--- config.mk ---
export PLATFORM = sky130hd
export DESIGN_NAME = register_file
export DESIGN_NICKNAME = d
export VERILOG_FILES = /design/src/rtl/cpu_pkg.sv /design/src/rtl/register_file.sv
export SDC_FILE = /design/constraint.sdc
export NUM_CORES = 1
export LEC_CHECK = 0
export BUFFER_PORTS_ARGS = -buffer_cell sky130_fd_sc_hd__buf_4
export CAP_MARGIN = 25
export CORE_ASPECT_RATIO = 1.2
export CORE_MARGIN = 2
export CORE_UTILIZATION = 45
export CTS_BUF_LIST = sky130_fd_sc_hd__clkbuf_4
export CTS_CLUSTER_DIAMETER = 200
export DETAILED_ROUTE_END_ITERATION = 10
export PLACE_DENSITY = 0.72
export SLEW_MARGIN = 15
export SYNTH_ARGS = -nofsm -noshare
export SYNTH_HDL_FRONTEND = slang
export SYNTH_SLANG_ARGS = --single-unit
--- constraint.sdc ---
create_clock -name clk -period 1.4 [get_ports clk]
set_input_delay 0.35 -clock clk [delete_from_list [all_inputs] [get_ports clk]]
set_output_delay 0.35 -clock clk [all_outputs]
set_load 0.005 [all_outputs]
--- src/rtl/cpu_pkg.sv ---
package cpu_pkg;

  // ------------------------------------------------------------------
  // Data and control word types
  // ------------------------------------------------------------------

  // One data byte: registers, immediate, ALU operands and result
  typedef logic [7:0] byte_t;

  // ALU operation code
  typedef logic [2:0] alu_op_t;

  localparam alu_op_t ALU_ADD = 3'd0;
  localparam alu_op_t ALU_SR  = 3'd1;
  localparam alu_op_t ALU_AND = 3'd2;
  localparam alu_op_t ALU_OR  = 3'd3;
  localparam alu_op_t ALU_XOR = 3'd4;
  // Codes 5..7 are illegal

  // Register select, shared by source and destination fields
  typedef logic [1:0] reg_sel_t;

  localparam reg_sel_t SEL_A        = 2'd0;
  localparam reg_sel_t SEL_X        = 2'd1;
  localparam reg_sel_t SEL_Y        = 2'd2;
  // Immediate as a source, no write-back as a destination
  localparam reg_sel_t SEL_IMM_NONE = 2'd3;

  // Carry-in source for ADD and SR
  typedef logic carry_mode_t;

  localparam carry_mode_t CARRY_FLAG = 1'b0;
  localparam carry_mode_t CARRY_ZERO = 1'b1;

  // Status flags, bit positions below
  typedef logic [3:0] flags_t;

  localparam int FLAG_C = 0;
  localparam int FLAG_Z = 1;
  localparam int FLAG_V = 2;
  localparam int FLAG_N = 3;

  // Sequencer states
  typedef enum logic [1:0] {ST_IDLE, ST_OPERAND, ST_EXECUTE} seq_state_t;

endpackage

--- src/rtl/register_file.sv ---
module register_file import cpu_pkg::*; (
  input  logic     clk,
  input  logic     reset,
  input  reg_sel_t rd_a_sel,
  input  reg_sel_t rd_b_sel,
  input  byte_t    imm,
  output byte_t    rd_a,
  output byte_t    rd_b,
  input  logic     wr_en,
  input  reg_sel_t wr_sel,
  input  byte_t    wr_data
);

  // Architectural registers
  byte_t a_q;
  byte_t x_q;
  byte_t y_q;

  // Read mux, select 3 falls back to a port-specific value
  function automatic byte_t read_reg(input reg_sel_t sel, input byte_t fallback);
    byte_t value;
    case (sel)
      SEL_A:   value = a_q;
      SEL_X:   value = x_q;
      SEL_Y:   value = y_q;
      default: value = fallback;
    endcase
    return value;
  endfunction

  // Port a gives A when there is no destination
  assign rd_a = read_reg(rd_a_sel, a_q);
  // Port b gives the immediate
  assign rd_b = read_reg(rd_b_sel, imm);

  // Single write port
  always_ff @(posedge clk) begin
    if (reset) begin
      a_q <= '0;
      x_q <= '0;
      y_q <= '0;
    end else if (wr_en) begin
      case (wr_sel)
        SEL_A:   a_q <= wr_data;
        SEL_X:   x_q <= wr_data;
        SEL_Y:   y_q <= wr_data;
        default: ;  // No destination, write dropped
      endcase
    end
  end

endmodule

After elaboration in Yosys (flattened, before gate mapping)

Cells that the tools add are included.
Widths: inputs -> output; s select.

Output and inout bits: 16
Register bits after elaboration: 24

Muxes and demuxes: 2
Reduce and logical (&&, ||, !) cells: 5
Equality and inequality tests: 6

Operators with widths:

| cell               | number |
|---|---|
| $pmux 8 s3         | 1 |
| $pmux 8 s2         | 1 |
| $eq 2x1->1 const B | 3 |
| $eq 2x2->1 const B | 3 |
| $reduce_and 2->1   | 3 |
| $logic_not 2->1    | 2 |

Depth between registers and ports, before layout

Depth in word-level cells: 2
Depth in mapped cells: 5

Least setup slack after synthesis

Ideal clock, no wire load.

Kind: input to output
From: input rd_a_sel[0]
To: output rd_a[0]
Path buffers: 1
Path slack: -0.077 ns
Data arrival time: 1.127 ns
Cell stages on the path: 5
Required time: 1.050 ns
Cell sequence: inv_1 > ha_1 > clkbuf_1 > nand2_1 > o21ai_0

Longest elaborated chain between the ends: 2
Elaborated cells on any way between the ends: 3
Those cells by class: eq/ne: 2; mux: 1

RTL lines:

| what                                     | RTL line            | RTL |
|---|---|---|
| start, declared                          | register_file.sv:4  | `input reg_sel_t rd_a_sel,` |
| $eq 2x2->1 or $eq 2x1->1 (tied branches) | register_file.sv:22 | `case (sel)` |
| $pmux 8 s2 (*)                           | register_file.sv:22 |  |
| end, declared                            | register_file.sv:7  | `output byte_t rd_a,` |

Every way passes the cells marked *; elsewhere a longest branch is shown, timed or not.

Worst setup path after layout

From: register x_q[3]
To: output rd_b[3]

Longest elaborated chain between the ends: 1

RTL lines:

| what                   | RTL line            | RTL |
|---|---|---|
| start, declared        | register_file.sv:16 | `byte_t x_q;` |
| start signal, assigned | register_file.sv:45 | `SEL_X: x_q <= wr_data;` |
| $pmux 8 s3             | register_file.sv:22 |  |
| end, declared          | register_file.sv:8  | `output byte_t rd_b,` |

No other way between the ends.

==> run_results.csv <==
group,metric,value,unit
outcome,outcome,"finished with violations",
outcome,violations,"setup timing",
synth,ys_warn_count,0,
cts,clkSlewWorstSetupHoldPaths,0.15,ns
worst_hold_path,min_path_type,"in2reg",
die,initial_core_util,0.476,
synth,synth.cell_area,0.00135,mm^2
worst_hold_path,hold_depth,3,
sta,setup_tns,-2.48,ns
final_layout,syn_to_final_growth,59.5,%
global_route,grt_pass1_wl,5860,um
detailed_routing,vias,1220,
worst_setup_path,startpoint,"x_q[3]$_SDFFE_PP0P_",
sta,setup_violations,16,
cts,cts_tree,"built",
pwr,p_leak,0.000981,uW
die,die_h,64.0,um
place,io_buffers,40,
die,ios,41,
detailed_routing,drt-vias-per-instance,5.35,
sta,hold-worst-slack,0.319,ns
pwr,p_seq_frac,0.445,
sta,timing_hold_violations_final,0,
sta,rsz0062_at_grt,"true",
place,dp_hpwl,2250,um
cts,htreeDepth,1,
worst_setup_path,worstPathArrival,1.28,ns
final_layout,nets,222,
sta,finalWorstSetupSlack,-0.230,ns
pwr,internal_power,1230,uW
synth,postSynthAreaPerCell,10.3,um^2
final_layout,antenna_cells,0,
sta,fin_skew,0,ns
final_layout,drive_gt1_frac,0.649,
pwr,swShare,0.244,
synth,synthCells,131,
cts,cts_root_buffer,"clkbuf_4",
pwr,clockPowerShare,0.314,
sta,drv_slew,0,
cts,cts.path.max_buffers,2,
detailed_routing,post-route-drc-count,0,
worst_setup_path,worst_setup_path_start_kind,"flip-flop",
worst_hold_path,worstHoldStart,"wr_data[3]",
pwr,ir_drop,561,uV
die,core,0.00284,mm^2
pwr,p_sw,397,uW
die,die_w,54.0,um
die,dieArea,0.00346,mm^2
cts,clkSinkCount,24,
detailed_routing,initialDrtViolationCount,23,
sta,max_freq,614,MHz
place,gpl.final_weighted_congestion,0.765,
global_route,grt_overflow,0,
synth,ys_ff_latch,24,
cts,cts_buffers,3,
synth,synthDistinctLibCells,15,
worst_hold_path,min_to,"a_q[3]$_SDFFE_PP0P_",
worst_setup_path,r2r_start,"y_q[1]$_SDFFE_PP0P_",
global_route,antenna_found_initial,0,
sta,worst_slew_pin_slew,0.240,ns
die,rows,21,
final_layout,nFillCells,182,
sta,relSlewSlack,0.840,
synth,syn_nets,158,
sta,fin_crit_sh,1.16,
global_route,grt_max_degree,33,
worst_setup_path,worstPathRequired,1.05,ns
cts,insertion_delay,0.31,ns
worst_setup_path,cp_max_fo,2,
place,dp_slack,-0.299,ns
worst_setup_path,r2r_cells,4,
worst_setup_path,path_class,"reg2out",
global_route,grt_pass1_vias,1258,
detailed_routing,drtAntennaViolNets,0,
pwr,pwr_density_cell,756,mW/mm^2
worst_setup_path,r2r-end,"y_q[1]$_SDFFE_PP0P_",
detailed_routing,drt_pre_antenna_iters,4,
run,drv_cap,0,
global_route,grt_usage,0.234,
worst_setup_path,end_kind,"output port",
detailed_routing,wl_per_cell,16.7,um
worst_setup_path,r2r_slack,0.61,ns
synth,ys_seq_area_frac,0.356,
sta,post-route-min-period,1.63,ns
pwr,power_frac_comb,0.241,
detailed_routing,finalWirelength,3800,um
-- metal layers --
| layer | up-vias | GRT usage | part of all wire |
|---|---|---|---|
| met3 | 5 | 0.0210 | 0.023 |
| met1 | 593 | 0.296 | 0.42 |
| li1 | 593 | - | - |
| met2 | 29 | 0.410 | 0.55 |
| met4 | 0 | 0.0719 | 0.012 |
| met5 | - | 0 | 0 |
-- power by group through the flow --
| stage | logic (uW) | registers, uW | clock network [uW] |
|---|---|---|---|
| 2_1_floorplan | 147 | 735 | 0 |
| 3_3_place_gp | 273 | 738 | 0 |
| 3_5_place_dp | 279 | 740 | 0 |
| 4_1_cts | 363 | 724 | 517 |
| 5_1_grt | 418 | 728 | 545 |
| 6_report | 392 | 726 | 512 |
-- kinds of logic (layout without fill, tap and decap cells) --
family	after synthesis	after routing	share of synthesized area
AOI/OAI and AO/OA	16	16	0.0741
adders and majority gates	2	2	0.0185
buffers and inverters	13	76	0.0454
DFF	24	24	0.356
muxes	32	32	0.311
and+or+nand+nor	44	44	0.195
-- placed cells by master (no fill, tap or decap) --
cell / count
dfxtp_1: 2
buf_12: 1
clkbuf_4: 3
buf_6: 24
o21ai_1: 4
nand2_1: 3
and3b_2: 1
buf_8: 1
buf_4: 44
o21ai_2: 4
mux4_2: 8
a22oi_2: 8
ha_4: 2
dfxtp_2: 22
or3b_1: 1
nand2b_1: 32
nand2_4: 1
bufinv_16: 1
inv_4: 1
inv_2: 1
nand3b_1: 2
mux2i_1: 24
nand2_2: 4
-- what timing repair did --
item                                    in CTS  in global routing
gates resized for setup                     62                 21
buffers inserted                            19                  4
pin swaps                                    1                  9
gates cloned                                 1                  0
endpoints found under the setup margin      16                 16
hold buffers                                 0                  0
-- synthesized netlist by cell type --
| library cell | count | share of area |
|---|---|---|
| or3b_1 | 1 | 0.0065 |
| mux4_2 | 8 | 0.13 |
| buf_6 | 1 | 0.0083 |
| buf_2 | 4 | 0.015 |
| o21ai_0 | 8 | 0.030 |
| inv_1 | 2 | 0.0056 |
| a22oi_1 | 8 | 0.044 |
| nand3b_1 | 2 | 0.011 |
| and3b_2 | 1 | 0.0074 |
| nand2b_1 | 32 | 0.15 |
| nand2_1 | 8 | 0.022 |
| mux2i_1 | 24 | 0.18 |
| clkbuf_1 | 6 | 0.017 |
| ha_1 | 2 | 0.019 |
| dfxtp_1 | 24 | 0.36 |
-- cell type report --
cell class	instances	area, um^2	area share
clock inverters	1	30.0	0.0139
repair buffers	70	636	0.295
multi-input cells	94	907	0.421
clock buffers	3	22.5	0.0104
well taps	34	42.5	0.0197
flip-flops and latches	24	508	0.236
inverters	2	10.0	0.00464
-- critical path, cell delays in order (launching register included) --
cell and delay [ns]:
dfxtp_2 0.36, mux4_2 0.46, buf_6 0.13
-- state kept, by name, summed over array words and instances, names as in the netlist --
signal and cells:
x_q 8, y_q 8, a_q 8
-- through the flow --
stage	instances	util	total power (uW)	area (um^2)
floorplan	131	-	882	1360
global placement	201	0.601	1010	1710
detailed placement	201	0.601	1020	1710
CTS	225	0.724	1600	2060
global route	228	0.760	1690	2160
finish	228	0.760	1630	2160
-- how the worst max path moves through the flow --
stage                          to  depth (start not counted)
after CTS                 rd_b[4]                          2
after detailed placement  rd_a[2]                          6
final                     rd_b[3]                          2
after global routing      rd_b[2]                          2
after floorplan           rd_a[0]                          4
after global placement    rd_a[4]                          6
No activity file was read; power rests on OpenSTA's default activity.
