--- src/rtl/cpu_pkg.sv ---
package cpu_pkg;

  // ------------------------------------------------------------------
  // Data and control word types
  // ------------------------------------------------------------------

  // One data byte: registers, immediate, ALU operands and result
  typedef logic [7:0] byte_t;

  // ALU operation code
  typedef logic [2:0] alu_op_t;

  localparam alu_op_t ALU_ADD = 3'd0;
  localparam alu_op_t ALU_SR  = 3'd1;
  localparam alu_op_t ALU_AND = 3'd2;
  localparam alu_op_t ALU_OR  = 3'd3;
  localparam alu_op_t ALU_XOR = 3'd4;
  // Codes 5..7 are illegal

  // Register select, shared by source and destination fields
  typedef logic [1:0] reg_sel_t;

  localparam reg_sel_t SEL_A        = 2'd0;
  localparam reg_sel_t SEL_X        = 2'd1;
  localparam reg_sel_t SEL_Y        = 2'd2;
  // Immediate as a source, no write-back as a destination
  localparam reg_sel_t SEL_IMM_NONE = 2'd3;

  // Carry-in source for ADD and SR
  typedef logic carry_mode_t;

  localparam carry_mode_t CARRY_FLAG = 1'b0;
  localparam carry_mode_t CARRY_ZERO = 1'b1;

  // Status flags, bit positions below
  typedef logic [3:0] flags_t;

  localparam int FLAG_C = 0;
  localparam int FLAG_Z = 1;
  localparam int FLAG_V = 2;
  localparam int FLAG_N = 3;

  // Sequencer states
  typedef enum logic [1:0] {ST_IDLE, ST_OPERAND, ST_EXECUTE} seq_state_t;

endpackage

--- src/rtl/exec_sequencer.sv ---
module exec_sequencer import cpu_pkg::*; (
  input  logic        clk,
  input  logic        reset,
  input  logic        instr_valid,
  input  alu_op_t     instr_op,
  input  reg_sel_t    instr_src,
  input  reg_sel_t    instr_dst,
  input  carry_mode_t instr_carry,
  input  byte_t       rd_a,
  input  byte_t       rd_b,
  input  logic        c_flag,
  output reg_sel_t    rd_a_sel,
  output reg_sel_t    rd_b_sel,
  output alu_op_t     alu_op,
  output byte_t       alu_a,
  output byte_t       alu_b,
  output logic        carry_in,
  output reg_sel_t    wr_sel,
  output logic        exec_commit,
  output logic        busy,
  output logic        done
);

  seq_state_t  state;
  seq_state_t  state_next;

  // Latched instruction
  alu_op_t     op_q;
  reg_sel_t    src_q;
  reg_sel_t    dst_q;
  carry_mode_t carry_q;

  // ------------------------------------------------------------------
  // State machine
  // ------------------------------------------------------------------

  always_comb begin
    state_next = state;
    case (state)
      ST_IDLE:    if (instr_valid) state_next = ST_OPERAND;
      ST_OPERAND: state_next = ST_EXECUTE;
      ST_EXECUTE: state_next = ST_IDLE;
      default:    state_next = ST_IDLE;
    endcase
  end

  always_ff @(posedge clk) begin
    if (reset) begin
      state   <= ST_IDLE;
      done    <= 1'b0;
      op_q    <= ALU_ADD;
      src_q   <= SEL_A;
      dst_q   <= SEL_IMM_NONE;
      carry_q <= CARRY_ZERO;
    end else begin
      state <= state_next;
      // Done trails the commit by one cycle
      done  <= exec_commit;
      // Accept only when idle
      if (state == ST_IDLE && instr_valid) begin
        op_q    <= instr_op;
        src_q   <= instr_src;
        dst_q   <= instr_dst;
        carry_q <= instr_carry;
      end
    end
  end

  // Operand capture
  always_ff @(posedge clk) begin
    if (state == ST_OPERAND) begin
      alu_a <= rd_a;
      alu_b <= rd_b;
    end
  end

  // Accumulator side reads the destination, other side the source
  assign rd_a_sel    = dst_q;
  assign rd_b_sel    = src_q;
  assign alu_op      = op_q;
  assign wr_sel      = dst_q;
  assign carry_in    = (carry_q == CARRY_FLAG) ? c_flag : 1'b0;
  assign exec_commit = (state == ST_EXECUTE);
  assign busy        = (state != ST_IDLE);

  // Instruction fields must be known when the instruction is taken
  assert property (@(posedge clk) disable iff (reset)
    (state == ST_IDLE && instr_valid) |->
      !$isunknown({instr_op, instr_src, instr_dst, instr_carry}))
    else $error("exec_sequencer: unknown instruction field at accept");

endmodule

--- config.mk ---
export PLATFORM = sky130hd
export DESIGN_NAME = exec_sequencer
export DESIGN_NICKNAME = d
export VERILOG_FILES = /design/src/rtl/cpu_pkg.sv /design/src/rtl/exec_sequencer.sv
export SDC_FILE = /design/constraint.sdc
export NUM_CORES = 1
export LEC_CHECK = 0
export BUFFER_PORTS_ARGS = -buffer_cell sky130_fd_sc_hd__buf_2
export CORE_MARGIN = 2
export CORE_UTILIZATION = 42
export CTS_CLUSTER_SIZE = 12
export DETAILED_ROUTE_END_ITERATION = 10
export PLACE_DENSITY_LB_ADDON = 0.12
export SYNTH_ARGS = -nofsm -noshare
export SYNTH_HDL_FRONTEND = slang
export SYNTH_SLANG_ARGS = --single-unit
--- constraint.sdc ---
create_clock -name clk -period 1.8 [get_ports clk]
set_clock_uncertainty 0.2 [all_clocks]
set_input_delay 0.27 -clock clk [delete_from_list [all_inputs] [get_ports clk]]
set_output_delay 0.27 -clock clk [all_outputs]
set_load 0.02 [all_outputs]
; Yosys cells after proc, flatten, opt, wreduce, memory -nomap -nowiden
; Cells that the tools add are included.
[op_classes]
addsub = 0
n_mul = 0
div = 0
magnitude_cmp = 0
n_eq_ne = 3
shift = 0
n_mux = 3
n_bitwise = 0
reduce_logical = 3
[ops]
columns = op, count
row1 = $pmux 2 s2, 1
row2 = $eq 2x1->1 const B, 1
row3 = $eq 2x2->1 const B, 1
row4 = $logic_not 2->1, 1
row5 = $mux 2, 1
row6 = $ne 2x2->1 const B, 1
row7 = $reduce_bool 2->1, 1
row8 = $logic_and 1x1->1, 1
row9 = $mux 1, 1
[totals]
reg_bits = 27
latchBits = 0
ram_bits = 0
mem_bits_ro = 0
input_bits = 28
out_inout_bits = 29
elab_cells = 17
memories = 0

; Longest topological paths before layout
[depth]
ltp_word = 2
ltp_mapped = 4
depth_no_buf = 2

; Worst setup path before layout
; OpenSTA, ideal clock, no wires.
[synth_timing]
path_type = reg2reg
from = register state[1]
to = register alu_a[0], enable pin
setup_ns = 0.373
t_arrival_ns = 0.812
required_time_ns = 1.227
path_slack_ns = 0.415
path_stages_with_launch = 2
path_buffers = 0
period_less_slack_ns = 1.385
path_cell_list = dfxtp_1 and2b_1
[synth_between]
elab_chain_len = 1
[synth_rtl]
columns = element, line_no
row1 = from (decl), exec_sequencer.sv:24  ; seq_state_t state;
row2 = from (signal assigned), exec_sequencer.sv:56  ; state <= state_next;
row3 = $eq 2x1->1, exec_sequencer.sv:71  ; if (state == ST_OPERAND) begin
row4 = to (signal assigned), exec_sequencer.sv:72  ; alu_a <= rd_a;
row5 = to (decl), exec_sequencer.sv:15  ; output byte_t alu_a,
; Every way passes these cells.
; A chain may end at the register's enable or synchronous reset.

; Final worst setup path
[layout_timing]
from = register state[1]
to = output busy
[layout_between]
elab_chain_len = 1
[layout_rtl]
columns = element, line_no
row1 = $reduce_bool 2->1, exec_sequencer.sv:84  ; assign busy = (state != ST_IDLE);
row2 = to (decl), exec_sequencer.sv:20  ; output logic busy,
; Every way passes these cells.

==> impl_metrics.csv <==
group,metric,value,unit
cells_and_area,number_of_antenna_repair_diodes,0,
synthesis,ys.warnings.count,0,
grt,initial_antenna_violation_count,0,
timing,post-route-period-util,87.9,%
routing,drt-total-wl,1700,µm
cts,cts_num_sinks,27,
synthesis,synth.area.top_cells,"sky130_fd_sc_hd__edfxtp_1 (49%), sky130_fd_sc_hd__dfxtp_1 (23%), sky130_fd_sc_hd__mux2i_1 (8.2%)",
timing,maxSlewViolCount,0,
routing,drt_pass1_iterations,3,
critical_path,cp.arrival,1110,ps
floorplan,floorplan.die_area,0.00272,mm²
routing,remaining_drc_errors,0,
critical_path,worstSetupPathType,"flip-flop to primary output",
timing,max_freq,632,MHz
timing,finalHoldViolCount,0,
cts,cts.clk_slew.worst_paths,140,ps
critical_path,critical-path-max-stage-delay,350,ps
pwr,p_per_area,767,mW/mm²
grt,global_route_wire_length_before_repair,2440,µm
cells_and_area,sequential_cell_area,701,µm²
place,dp_hpwl,1180,µm
timing,whs,7.94,ps
floorplan,floorplan.io_pins,57,
critical_path,end_kind,"primary output",
critical_path,required,1330,ps
synthesis,yosysMostFrequentCell,"sky130_fd_sc_hd__edfxtp_1",
cells_and_area,num-fill-cells,180,
timing,final.min_clock_period,1580,ps
cells_and_area,area_of_the_multi_input_gates,224,µm²
pwr,irDropWorstVdd,0.475,mV
timing,relSlewSlack,82.0,%
critical_path,cp_max_fo,4,
cts,cts_htree_levels,1,
timing,grt_setup_unrepaired,"false",
place,port_buffers,56,
cts,tritoncts,"built",
synthesis,synth_cell_types,11,
grt,pin_count_of_the_biggest_net_entering_global_routing,20,
synthesis,synth_top_area_cell,"sky130_fd_sc_hd__edfxtp_1",
synthesis,post_synth_most_frequent_cells,"sky130_fd_sc_hd__edfxtp_1 (16), sky130_fd_sc_hd__dfxtp_1 (11), sky130_fd_sc_hd__nand2b_1 (10), sky130_fd_sc_hd__mux2i_1 (8), sky130_fd_sc_hd__nor2_1 (6)",
cts,clock_latency_at_the_later_pin_of_the_worst_skew_pair,310,ps
cts,clockBufferDepth,2,
floorplan,initial_utilization,44.0,%
outcome,run_status,"finished clean",
synthesis,synth_enable_flop_cells,16,
floorplan,die_width,52.1,µm
run,max-cap-violations,0,
timing,setup_tns,0,ps
synthesis,synth.top_cell.area_share,49.4,%
routing,routedWlPerCell,10.1,µm
timing,timing_worst_slew_pin_value,270,ps
pwr,p_leak,0.668,nW
grt,groute.usage.overall,12.5,%
floorplan,fp.coreArea,0.00221,mm²
min_path,hold_path.class,"primary input to flip-flop",
critical_path,crit_path_top_delay_cell,"sky130_fd_sc_hd__dfxtp_1",
synthesis,synthesized_flop_and_latch_total,27,
cts,cts_made_buffers,3,
routing,detailroute.via_count,715,
synthesis,flip_flop_cell_with_the_highest_count_after_synthesis,"sky130_fd_sc_hd__edfxtp_1",
grt,grt.overflow.total,0,
critical_path,path_cells,"or2_2 -> buf_2",
synthesis,syn_inst,64,
routing,post_drt_via_cell_ratio,4.26,
synthesis,postSynthAreaPerCell,15.2,µm²
synthesis,mappedNetlistArea,973,µm²
place,place_congestion,0.577,
timing,setup_viol_count_final,0,
floorplan,die_y,52.1,µm
synthesis,synthArstFlopShare,0,%
cells_and_area,post_route_cells_drive_above_1_share,45.0,%
cells_and_area,num-nets-final,169,
routing,detail-route-antenna-nets,0,
synthesis,synth_fp_nets,92,
cells_and_area,layout-area-overhead-vs-synth,51.2,%
floorplan,num_rows,17,
grt,vias_in_the_first_global_route,595,
synthesis,yosysSeqAreaShare,72.0,%
cts,root_buffer,"sky130_fd_sc_hd__clkbuf_4",
critical_path,worst_setup_path_start_kind,"flip-flop",
routing,detail_route.iter0.violations,3,
registers in the layout, indices dropped and copies added (netlist names):
signal	flops
carry_q	1
state	2
rd_a_sel	2
done	1
rd_b_sel	2
alu_a	8
alu_op	3
alu_b	8
cells by family (layout without fill, tap and decap cells):
| family | Yosys count | after routing | share of synthesized area, % |
|---|---|---|---|
| simple gates | 24 | 24 | 14.8 |
| flops | 27 | 27 | 72.0 |
| mux | 8 | 8 | 8.23 |
| buf+inv | 5 | 81 | 5.01 |
through the flow:
| stage | worst slack [ps] | utilization (%) | power (mW) | cells | area [µm²] |
|---|---|---|---|---|---|
| floorplan | 415 | - | 0.814 | 64 | 973 |
| global placement | 561 | 56.7 | 0.868 | 145 | 1250 |
| detailed placement | 537 | 56.7 | 0.872 | 145 | 1250 |
| CTS | 214 | 65.2 | 1.13 | 165 | 1440 |
| global route | 168 | 66.5 | 1.18 | 168 | 1470 |
| finish | 219 | 66.5 | 1.13 | 168 | 1470 |
layer usage:
layer  track usage (%)  up-vias  part of all wire [%]  routed length, µm
met3              2.59        2                   7.6                129
met1              15.1      317                    44                753
met2              20.9       31                    47                799
li1                  -      365                     -                  -
met4              6.41        0                   1.0                 17
met5                 0        -                     0                  0
report_power, final:
group	switching (mW)	total, mW	internal [mW]
clock	0.156	0.242	0.0863
combinational	0.0926	0.187	0.0946
sequential	0.0119	0.700	0.688
total	0.260	1.13	0.869
cells in the final DEF (no fill, tap or decap):
cell type and instances:
sky130_fd_sc_hd__and2b_1 2, sky130_fd_sc_hd__buf_2 56, sky130_fd_sc_hd__buf_4 2, sky130_fd_sc_hd__clkbuf_1 1
sky130_fd_sc_hd__clkbuf_4 3, sky130_fd_sc_hd__dfxtp_1 11, sky130_fd_sc_hd__dlygate4sd3_1 19, sky130_fd_sc_hd__edfxtp_1 16
sky130_fd_sc_hd__mux2i_1 8, sky130_fd_sc_hd__nand2b_1 10, sky130_fd_sc_hd__nor2_1 6, sky130_fd_sc_hd__nor2b_1 4
sky130_fd_sc_hd__nor3b_2 1, sky130_fd_sc_hd__or2_2 1
worst max-delay path, delay by kind of cell, from the launching register on:
kind          cells  cell delay [ps]
buf+inv           1              160
flops             1              350
simple gates      1              290
path summary, 6_finish.rpt:
check,from,end,slack (ps),cells past startpoint
setup reg to reg,state[1]$_SDFFE_PP0P_,alu_a[3]$_DFFE_PN_,510,2
hold reg to reg,alu_op[2]$_SDFFE_PP0P_,alu_op[2]$_SDFFE_PP0P_,280,2
setup / recovery,state[1]$_SDFFE_PP0P_,busy,220,2
hold / removal,instr_dst[0],rd_a_sel[0]$_SDFFE_PP1P_,8,3
final cells by class:
class | instances | area share, %
multi-input combinational | 32 | 15.2
clock buffer | 4 | 1.79
timing repair buffer | 77 | 33.0
sequential | 27 | 47.6
tap | 28 | 2.38
timing repair:
| item | in CTS | in global routing |
|---|---|---|
| resized for setup | 0 | 0 |
| hold endpoints to repair | 16 | 3 |
| endpoints found under the setup margin | 0 | 0 |
| hold buffers | 16 | 3 |
| setup buffers | 0 | 0 |
No activity file was read; power rests on OpenSTA's default activity.
