===== config.mk =====
export PLATFORM = sky130hd
export DESIGN_NAME = status_register
export DESIGN_NICKNAME = d
export VERILOG_FILES = /design/src/rtl/cpu_pkg.sv /design/src/rtl/status_register.sv
export SDC_FILE = /design/constraint.sdc
export NUM_CORES = 1
export LEC_CHECK = 0
export ABC_AREA = 0
export BUFFER_PORTS_ARGS = -buffer_cell sky130_fd_sc_hd__buf_2
export CAP_MARGIN = 20
export CORE_AREA = 2 2 39 41
export CTS_BUF_LIST = sky130_fd_sc_hd__clkbuf_8
export DETAILED_ROUTE_END_ITERATION = 10
export DIE_AREA = 0 0 41 43
export GPL_ROUTABILITY_DRIVEN = 0
export GPL_TIMING_DRIVEN = 0
export SLEW_MARGIN = 10
export SYNTH_ARGS = -nofsm -noshare
export SYNTH_HDL_FRONTEND = slang
export SYNTH_SLANG_ARGS = --single-unit

===== constraint.sdc =====
create_clock -name clk -period 0.8 [get_ports clk]
set_input_delay 0.08 -clock clk [delete_from_list [all_inputs] [get_ports clk]]
set_output_delay 0.08 -clock clk [all_outputs]
set_load 0.01 [all_outputs]

===== src/rtl/cpu_pkg.sv =====
package cpu_pkg;

  // ------------------------------------------------------------------
  // Data and control word types
  // ------------------------------------------------------------------

  // One data byte: registers, immediate, ALU operands and result
  typedef logic [7:0] byte_t;

  // ALU operation code
  typedef logic [2:0] alu_op_t;

  localparam alu_op_t ALU_ADD = 3'd0;
  localparam alu_op_t ALU_SR  = 3'd1;
  localparam alu_op_t ALU_AND = 3'd2;
  localparam alu_op_t ALU_OR  = 3'd3;
  localparam alu_op_t ALU_XOR = 3'd4;
  // Codes 5..7 are illegal

  // Register select, shared by source and destination fields
  typedef logic [1:0] reg_sel_t;

  localparam reg_sel_t SEL_A        = 2'd0;
  localparam reg_sel_t SEL_X        = 2'd1;
  localparam reg_sel_t SEL_Y        = 2'd2;
  // Immediate as a source, no write-back as a destination
  localparam reg_sel_t SEL_IMM_NONE = 2'd3;

  // Carry-in source for ADD and SR
  typedef logic carry_mode_t;

  localparam carry_mode_t CARRY_FLAG = 1'b0;
  localparam carry_mode_t CARRY_ZERO = 1'b1;

  // Status flags, bit positions below
  typedef logic [3:0] flags_t;

  localparam int FLAG_C = 0;
  localparam int FLAG_Z = 1;
  localparam int FLAG_V = 2;
  localparam int FLAG_N = 3;

  // Sequencer states
  typedef enum logic [1:0] {ST_IDLE, ST_OPERAND, ST_EXECUTE} seq_state_t;

endpackage


===== src/rtl/status_register.sv =====
module status_register import cpu_pkg::*; (
  input  logic    clk,
  input  logic    reset,
  input  logic    update,
  input  alu_op_t op,
  input  byte_t   y,
  input  logic    carry_out,
  input  logic    overflow,
  output flags_t  flags
);

  // ------------------------------------------------------------------
  // Flag update rules
  // ------------------------------------------------------------------
  //   ADD       N Z C V
  //   SR        N Z C
  //   AND/OR/XOR N Z
  // ------------------------------------------------------------------

  logic result_zero;

  assign result_zero = (y == '0);

  always_ff @(posedge clk) begin
    if (reset) begin
      flags <= '0;
    end else if (update) begin
      // Sign and zero follow every result
      flags[FLAG_N] <= y[7];
      flags[FLAG_Z] <= result_zero;
      case (op)
        ALU_ADD: begin
          flags[FLAG_C] <= carry_out;
          flags[FLAG_V] <= overflow;
        end
        ALU_SR: begin
          // Shift out bit goes to C, V holds
          flags[FLAG_C] <= carry_out;
        end
        default: begin
          // Logic ops keep C and V
        end
      endcase
    end
  end

endmodule


### After elaboration in Yosys (flattened, before gate mapping)

Cells that the tools add are included.

| storage, ports and cells | value |
|---|---|
| register bits | 4 |
| input port bits | 16 |
| output and inout port bits | 4 |

| cells by class | value |
|---|---|
| reductions and logical operators | 5 |
| equal/unequal tests | 1 |

Operators by type and width:

| kind | count |
|---|---|
| $logic_not A8 Y1 | 1 |
| $reduce_and A2 Y1 | 2 |
| $eq A3 B1 Y1 const B | 1 |
| $logic_not A3 Y1 | 1 |
| $reduce_or A2 Y1 | 1 |

### Depth between registers and ports, before layout

Gate-level depths: netlist (run 1).

| depth | value |
|---|---|
| depth in word-level cells | 3 |
| gate-level depth with buffers | 3 |
| mapped depth without buffers | 3 |

### Worst setup path after synthesis (run 1)

OpenSTA, ideal clock, no wires.

| timing | value |
|---|---|
| kind | input to register |
| start point | input port op[2] |
| end point | register flags[2] |
| data required time | 686 ps |
| setup time | 114 ps |
| cell stages on the path | 3 |
| arrival time | 576 ps |
| setup slack | 109 ps |
| cells stage by stage | nor4b_4 -> mux2i_1 -> nor2_1 |

| between the ends | value |
|---|---|
| cells in the longest elaborated chain, start to end | 2 |

RTL lines:

| element | line | RTL |
|---|---|---|
| start: declaration | status_register.sv:5 | `input alu_op_t op,` |
| $logic_not A3 Y1 | status_register.sv:31 | `case (op)` |
| $reduce_and A2 Y1 (no line) | n/a |  |
| end signal: indexed assignment | status_register.sv:30 | `flags[FLAG_Z] <= result_zero;` |
| end signal: indexed assignment | status_register.sv:33 | `flags[FLAG_C] <= carry_out;` |
| end signal: indexed assignment | status_register.sv:34 | `flags[FLAG_V] <= overflow;` |
| end: declaration | status_register.sv:9 | `output flags_t flags` |

Every way passes these cells.
A chain may end at the register's enable or synchronous reset.

### Worst setup path after layout (run 1)

| timing | value |
|---|---|
| start point | register flags[1] |
| end point | output port flags[1] |

RTL lines:

| element | line | RTL |
|---|---|---|
| start signal: indexed assignment | status_register.sv:29 | `flags[FLAG_N] <= y[7];` |
| start signal: indexed assignment | status_register.sv:30 |  |
| start signal: indexed assignment | status_register.sv:33 |  |

No word-level cell between the ends.

==> impl_results.md, run 1 <==
* Yosys cell types at 9
* Critical-path cell list: buf_2
* Die Ht at 43 um
* Synth Instances at 19
* Synth area leader: dfxtp_1
* Slowest cell on the critical path: dfxtp_1
* Post-route ant nets at 0
* RSZ-0062 raised after global routing: no
* Cts hold-fix bufs at 0
* Yosys top cell area share at 0.4211
* Reg area at 80.08 um2
* Die X at 41 um
* Crit Path Category: reg -> out
* Number of synthesized flops with an enable pin at 0
* Syn nets at 35
* CORE AREA at 1384 um2
* Post-synthesis sequential area ratio at 0.4211
* Fin nets at 59
* CP bufs+invs at 1
* Area growth syn-to-layout at 82.24%
* Number of H-tree levels at 1
* Worst Hold Slack at 101.1 ps
* Starting Density at 0.1374
* First DRT Iteration DRCs at 1
* # clock sinks at 4
* Top reg by flops: flags
* Most common cell in the synthesized netlist: nor2_1
* Util after Layout at 0.2505
* Post-DP HPWL at 407 um
* Syn Std Cell Area at 190.2 um2
* YS warnings at 0
* Crit path required time at 720 ps
* Clk slew on worst S/H paths at around 30 ps
* Multi-input logic area at roughly 110 um2
* Placed cell areas at 305.3 um2
* Detailed Routing Iterations Pass 1 at 2
* Design Area, Final at 346.6 um2
* Drt drc at 0
* CTS Buf Count at 3
* Final worst-path cycle share at 0.9364
* I/O pin count at 20
* CTS tree: done
* Vias in the first global route at about 200
* First-pass GRT wire length at 614 um
* Status: completed
* # resized after CTS at 0
* Post-synthesis register bit count at 4
* Clock latency on the worst-skew pair at roughly 210 ps
* Top flop regs: flags (4)
* Synth Flop Type: dfxtp_1
* Tightest Pin Transition at 221.0 ps
* Final WL at 483 um
* Synth cell count leaders: nor2_1, dfxtp_1, mux2i_1, nand2_1
* Root buf cell: clkbuf_8
* Post CTS Setup Buffer Count at 0
* WL met2 at 252 um
* # fillers at 164
* Maximum vdd drop at approximately 0.54 mV
* Number of I/O port buffers at 19
* Largest net degree at the start of global routing at 6
* GR Util All Layers at 0.05912
* Congestion Overflow GR at 0
* Final min period at 749.1 ps
* Routed vias at 223
* Via density at a little under 4
* M1 wire length at about 170 um
* CP top delay family: flip-flops
* Final setup violation count at 0
* Clk buf depth at 2
* Max-slew headroom at 0.8513
* Routed wl met3 at between 60 and 70 um
* Clock skew at 0 ps
* Async SR Flop Fraction at 0
* Leak at 0.1742 nW
* Crit path max fanout at 2
* Syn Area/Cell at between 10 and 15 um2
* Fmax at 1.335 GHz
* Proportion of layout cells with a drive suffix above 1 at 0.5854
* Cell row count at 14
* Synth top area cells: dfxtp_1, mux2i_1, nor4b_4
* Hold Crit Class: in -> reg
* TNS Setup at 0 ps
* Routed length per instance at 8.474 um
* Power Dens Cells at 2021 nW/um2
* CP startpoint kind: flop
* Full die area at 1763 um2
* Worst Setup End Kind: output port
* Max reg flops at 4
* Ant diodes at 0
* Final slew viol count at 0
* Initial antenna violation count at 0
* Slowest stage delay, CP at ~320 ps
* CP Data Arrival Time at 670 ps
* Final Hold Fails at 0
* Maximum capacitance violations at 0
* Max Used Layer: met3
[cell usage in the layout (no fill, tap or decap), drive strengths merged]
master   n
buf     19
clkbuf   3
dfxtp    4
mux2i    3
nand2    2
nand4    1
nor2     5
nor3     1
nor3b    1
nor4     1
nor4b    1
[metrics by stage]
stage	setup WS, ps	power (mW)	std cells
floorplan	109.2	0.2360	19
detailed placement	-59.21	0.2916	54
finish	50.89	0.7005	57
CTS	43.19	0.7140	57
global placement	-58.82	0.2904	54
global route	16.50	0.7381	57
[cells by family after synthesis]
family / synth area share
and+or+nand+nor: 0.4211
DFF: 0.4211
muxes: 0.1579
[final timing paths]
check | from | slack [ps] | to | cells past startpoint
worst max-delay path | flags[1] | 50 | flags[1] | 1
worst min register to register | flags[1] | 460 | flags[1] | 2
worst max register to register | flags[0] | 210 | flags[0] | 2
worst min-delay path | reset | 100 | flags[2] | 2
[final cells by class]
| class | count | area share |
|---|---|---|
| Sequential cell | 4 | 0.2310 |
| Multi-Input combinational cell | 15 | 0.3177 |
| Clock buffer | 3 | 0.1191 |
| Tap cell | 16 | 0.05776 |
| Timing Repair Buffer | 19 | 0.2744 |
[per-layer routing]
| metal | vias up | GRT usage |
|---|---|---|
| li1 | 112 | - |
| met4 | 0 | 0.06000 |
| met2 | 11 | 0.09063 |
| met3 | 0 | 0.04712 |
| met1 | 100 | 0.03834 |
| met5 | - | 0 |
[report_power, final]
group	switching (mW)	total, mW	internal [mW]
Combinational	0.0342	0.0786	0.0445
Sequential	0.00240	0.209	0.207
Clock	0.0929	0.413	0.320
Total	0.129	0.701	0.571
Power figures use the tool's default switching activity.
==> inputs of run 2 (changes only) <==
==> constraint.sdc (replaced) <==
create_clock -name clk -period 0.8 [get_ports clk]
set_input_delay 0.12 -clock clk [delete_from_list [all_inputs] [get_ports clk]]
set_output_delay 0.12 -clock clk [all_outputs]
set_load 0.01 [all_outputs]
==> impl_results.md, run 2 (same netlist as run 1, synthesis figures left out) <==
* Status: completed
* Clk slew on worst S/H paths at 30 ps (about the same)
* Maximum vdd drop at 0.5408 mV (-0.16%)
* Final worst-path cycle share at 0.9622 (+0.02582)
* I/O pin count at 20 (unchanged)
* CP top delay family: flip-flops
* Top flop regs: flags (4)
* Final Non-Filler Cells at 57 (unchanged)
* # clock sinks at 4 (unchanged)
* CORE AREA at 1384 um2 (unchanged)
* Worst Hold Slack at 135.8 ps (+34.73 ps)
* Initial antenna violation count at 0 (unchanged)
* Crit path max fanout at 2 (unchanged)
* CTS tree: done
* CP startpoint kind: flop
* Proportion of layout cells with a drive suffix above 1 at 0.6585 (+0.07317)
* Detailed Routing Iterations Pass 1 at 2 (unchanged)
* Post-placement setup slack at -99.21 ps (-40.00 ps)
* Clk buf depth at 2 (unchanged)
* Crit Path Category: reg -> out
* RSZ-0062 raised after global routing: no
* Util after Layout at 0.2532 (+0.002713)
* Hold Crit Class: in -> reg
* Clock skew at 0 ps (unchanged)
* Routed length per instance at 8.544 um (+0.83%)
* Drt drc at 0 (unchanged)
* Power Dens Cells at 2001 nW/um2 (-0.98%)
* Routed vias at 223 (unchanged)
* GR Util All Layers at 0.05912 (unchanged)
* Placed cell areas at 305.3 um2 (unchanged)
* Slowest cell on the critical path: dfxtp_2
* Fmax at 1.299 GHz (-2.7%)
* M1 wire length at 175 um (+3.6%)
* CP bufs+invs at 1 (unchanged)
* Max reg flops at 4 (unchanged)
* Critical-path cell list: buf_2
* Die Ht at 43 um (unchanged)
* First DRT Iteration DRCs at 1 (unchanged)
* Number of H-tree levels at 1 (unchanged)
* Fin nets at 59 (unchanged)
* Max Used Layer: met3
* Routed wl met3 at 62 um (unchanged)
* Congestion Overflow GR at 0 (unchanged)
* Final min period at 769.8 ps (+20.66 ps)
* Slowest stage delay, CP at 310 ps (about the same)
* Pwr Total at 0.7011 mW (about the same)
* Final slew viol count at 0 (unchanged)
* Via density at 3.912 (unchanged)
* WL met2 at 249 um (-1.2%)
* Most frequent cells in the layout: buf_2, nor2_1, mux2i_1, clkbuf_8, dfxtp_2
* Starting Density at 0.1374 (unchanged)
* Full die area at 1763 um2 (unchanged)
* CP Data Arrival Time at 650 ps (-20 ps)
* Tightest Pin Transition at 220.0 ps (-0.9890 ps)
* Ant diodes at 0 (unchanged)
* Vias in the first global route at 196 (unchanged)
* Final WL at 487 um (+0.83%)
* First-pass GRT wire length at 614 um (unchanged)
* Die X at 41 um (unchanged)
* Design Area, Final at 350.3 um2 (+1.1%)
* Largest net degree at the start of global routing at 6 (unchanged)
* Final setup violation count at 0 (unchanged)
* CTS Buf Count at 3 (unchanged)
* Cts hold-fix bufs at 0 (unchanged)
* Max-slew headroom at 0.8520 (about the same)
* # resized after CTS at 0 (unchanged)
* Cell row count at 14 (unchanged)
* Clock latency on the worst-skew pair at 210 ps (about the same)
* Post-DP HPWL at 407 um (unchanged)
* Crit path required time at 680 ps (-40 ps)
* Number of I/O port buffers at 19 (unchanged)
* TNS Setup at 0 ps (unchanged)
* Post CTS Setup Buffer Count at 0 (unchanged)
* Post-route ant nets at 0 (unchanged)
* Maximum capacitance violations at 0 (unchanged)
* Root buf cell: clkbuf_8
* Worst Setup End Kind: output port
* Final worst setup slack at 30.23 ps (-20.66 ps)
* Leak at 0.1757 nW (+0.84%)
* Top reg by flops: flags
* Commonest non-fill, non-tap cell in the layout: buf_2
* Area growth syn-to-layout at 84.21%
* Final Hold Fails at 0 (unchanged)
* DP Cell Count at 54 (unchanged)
## run 2: cell type report
cell class	count	area (um2)
clock buffers	3	41.29
well taps	16	20.02
repair buffers	19	95.09
flip-flops and latches	4	83.83
multi-input cells	15	110.1
fillers	162	1033
## run 2: path summary, 6_finish.rpt
path	slack (ps)	end	cells past startpoint	startpoint
worst min-delay path	140	flags[2]	2	reset
worst max register to register	200	flags[0]	2	flags[0]
worst max-delay path	30	flags[1]	1	flags[1]
worst min register to register	450	flags[1]	2	flags[1]
## run 2: power by group
| part | switching, mW | internal (mW) | total, mW | leakage [nW] |
|---|---|---|---|---|
| sequential | 0.00240 | 0.207 | 0.210 | 0.0340 |
| clock | 0.0929 | 0.320 | 0.413 | 0.0216 |
| combinational | 0.0343 | 0.0445 | 0.0788 | 0.120 |
| total | 0.130 | 0.572 | 0.701 | 0.176 |
## run 2: metal layers
layer,global-route usage,vias up
li1,-,112
met1,0.03834,100
met2,0.09063,11
met3,0.04712,0
met4,0.06000,0
met5,0,-
==> inputs of run 3 (changes only) <==
--- a/constraint.sdc
+++ b/constraint.sdc
@@ -3,2 +3,2 @@
 set_output_delay 0.12 -clock clk [all_outputs]
-set_load 0.01 [all_outputs]
+set_load 0.1 [all_outputs]
==> impl_results.md, run 3 (same netlist as run 1, synthesis figures left out) <==
* Routed length per instance at 9.053 um (+6.0%)
* Util after Layout at 0.3047 (+0.05154)
* Congestion Overflow GR at 0 (unchanged)
* Max reg flops at 4 (unchanged)
* Most frequent cells in the layout: buf_2, nor2_1, dfxtp_4, buf_12
* TNS Setup at -182.2 ps (-182.2 ps)
* # clock sinks at 4 (unchanged)
* I/O pin count at 20 (unchanged)
* Root buf cell: clkbuf_8
* Setup crit end: flags[1]
* Sw Share at 0.2303 (+0.04549)
* Clock group share of total power at 0.550 (-0.038)
* R2r endpoint: flags[0]
* Final setup violation count at 4 (+4)
* First DRT Iteration DRCs at 0 (-1)
* Clock skew at 0 ps (unchanged)
* CP Data Arrival Time at 730 ps (+80 ps)
* First-pass GRT wire length at 793 um (+29%)
* Critical path depth at 1 (unchanged)
* Tightest Pin Transition at 222.3 ps (+2.271 ps)
* Commonest non-fill, non-tap cell in the layout: buf_2
* R2r setup slk at 180 ps (-20 ps)
* GR Util All Layers at 0.07337 (+0.01425)
* R2r startpoint: flags[0]
* Proportion of layout cells with a drive suffix above 1 at 0.6829 (+0.02439)
* Crit path required time at 680 ps (about the same)
* DP Cell Count at 54 (unchanged)
* Starting Density at 0.1374 (unchanged)
* Clk slew on worst S/H paths at 30 ps (about the same)
* # fillers at 152 (-6.2%)
* Fin nets at 59 (unchanged)
* Post-route ant nets at 0 (unchanged)
* Number of I/O port buffers at 19 (unchanged)
* Final worst setup slack at -47.08 ps (-77.31 ps)
* Post-DP HPWL at 427.8 um (+5.1%)
* Critical path startpoint: flags[1]
* Cell row count at 14 (unchanged)
* Final min period at 847.1 ps (+77.31 ps)
* Failing checks: negative setup slack
* Detailed Routing Iterations Pass 1 at 1 (-1)
* Design Area, Final at 421.7 um2 (+20%)
* P_sw at 0.1735 mW (+34%)
* Crit path max fanout at 2 (unchanged)
* Die X at 41 um (unchanged)
* Pwr Total at 0.7536 mW (+7.5%)
* CP top delay family: flip-flops
* Hold Crit Class: in -> reg
* Cts hold-fix bufs at 0 (unchanged)
* Top reg by flops: flags
* Critical-path cell list: buf_12
* Slowest cell on the critical path: dfxtp_4
* Reg2reg path depth at 2 (unchanged)
* Internal at 0.5800 mW (+1.5%)
* Final slew viol count at 0 (unchanged)
* Initial antenna violation count at 0 (unchanged)
* Worst Setup End Kind: output port
* Logic gate share of total power at 0.180 (+0.068)
* Status: complete, but fails checks
* Fmax at 1.181 GHz (-9.1%)
* Final Non-Filler Cells at 57 (unchanged)
* Power Dens Cells at 1787 nW/um2 (-11%)
* Max-slew headroom at 0.8504 (-0.001528)
* CORE AREA at 1384 um2 (unchanged)
* Clk buf depth at 2 (unchanged)
* Leak at 0.1888 nW (+7.5%)
* Final Hold Fails at 0 (unchanged)
* Final worst-path cycle share at 1.059 (+0.09663)
* Ant diodes at 0 (unchanged)
* Routed vias at 219 (-1.8%)
* Vias in the first global route at 220 (+12%)
* Post CTS Setup Buffer Count at 0 (unchanged)
* Crit Path Category: reg -> out
* Via density at 3.842 (-1.8%)
* Clock latency on the worst-skew pair at 210 ps (about the same)
* Maximum vdd drop at 0.4906 mV (-9.3%)
* Drt drc at 0 (unchanged)
* CTS tree: done
* Die Ht at 43 um (unchanged)
* Full die area at 1763 um2 (unchanged)
* Top flop regs: flags (4)
* Flop pwr share at 0.270 (-0.029)
* CP bufs+invs at 1 (unchanged)
* Reg area at 95.09 um2 (+13%)
* Placed cell areas at 320.3 um2 (+4.9%)
* Largest net degree at the start of global routing at 6 (unchanged)
* CP startpoint kind: flop
* Final WL at 516 um (+6.0%)
* RSZ-0062 raised after global routing: yes
* Number of H-tree levels at 1 (unchanged)
* Maximum capacitance violations at 0 (unchanged)
* Area growth syn-to-layout at 121.7%
* Multi-input logic area at 110.1 um2 (unchanged)
* Worst Hold Slack at 136.6 ps (+0.8130 ps)
* CTS Buf Count at 3 (unchanged)
* Slowest stage delay, CP at 340 ps (+30 ps)
* Post-placement setup slack at -101.6 ps (-2.431 ps)
==> run 3: cell counts in the layout (fill, tap and decap cells not counted) <==
Identical to the previous run, type by type.
==> run 3: area by class of cell <==
class | instances | share of cell area
well taps | 16 | 0.04748
clock buffers | 3 | 0.09792
multi-input cells | 15 | 0.2611
flip-flops and latches | 4 | 0.2255
repair buffers | 19 | 0.3680
==> run 3: timing repair <==
action,4_1_cts,5_1_grt
setup endpoints to repair,4,4
gates cloned,0,0
gates resized for setup,16,0
==> run 3: worst register-to-register path, cell delays in order (launching register included) <==
cell and delay, ps:
dfxtp_4 340, mux2i_1 120, nor2_1 50
==> run 3: worst min-delay path by stage <==
stage	start	endpoint	slack (ps)	cells past startpoint
global route	reset	flags[3]	150	2
floorplan	reset	flags[0]	180	1
detailed placement	reset	flags[2]	360	2
CTS	reset	flags[2]	140	2
global placement	reset	flags[2]	360	2
finish	reset	flags[2]	140	2
==> run 3: power by group through the flow <==
| stage | Combinational (mW) | Sequential (mW) | Clock, mW |
|---|---|---|---|
| finish | 0.136 | 0.204 | 0.414 |
| floorplan | 0.0210 | 0.246 | 0 |
| CTS | 0.138 | 0.204 | 0.426 |
| global route | 0.145 | 0.204 | 0.441 |
| detailed placement | 0.119 | 0.203 | 0 |
| global placement | 0.118 | 0.203 | 0 |
==> run 3: metal layers <==
layer	vias up	global-route usage	wire, um
met5	-	0	0
met4	0	0.08000	0
met3	0	0.03141	68
met2	10	0.1125	280
met1	95	0.06129	167
li1	114	-	-
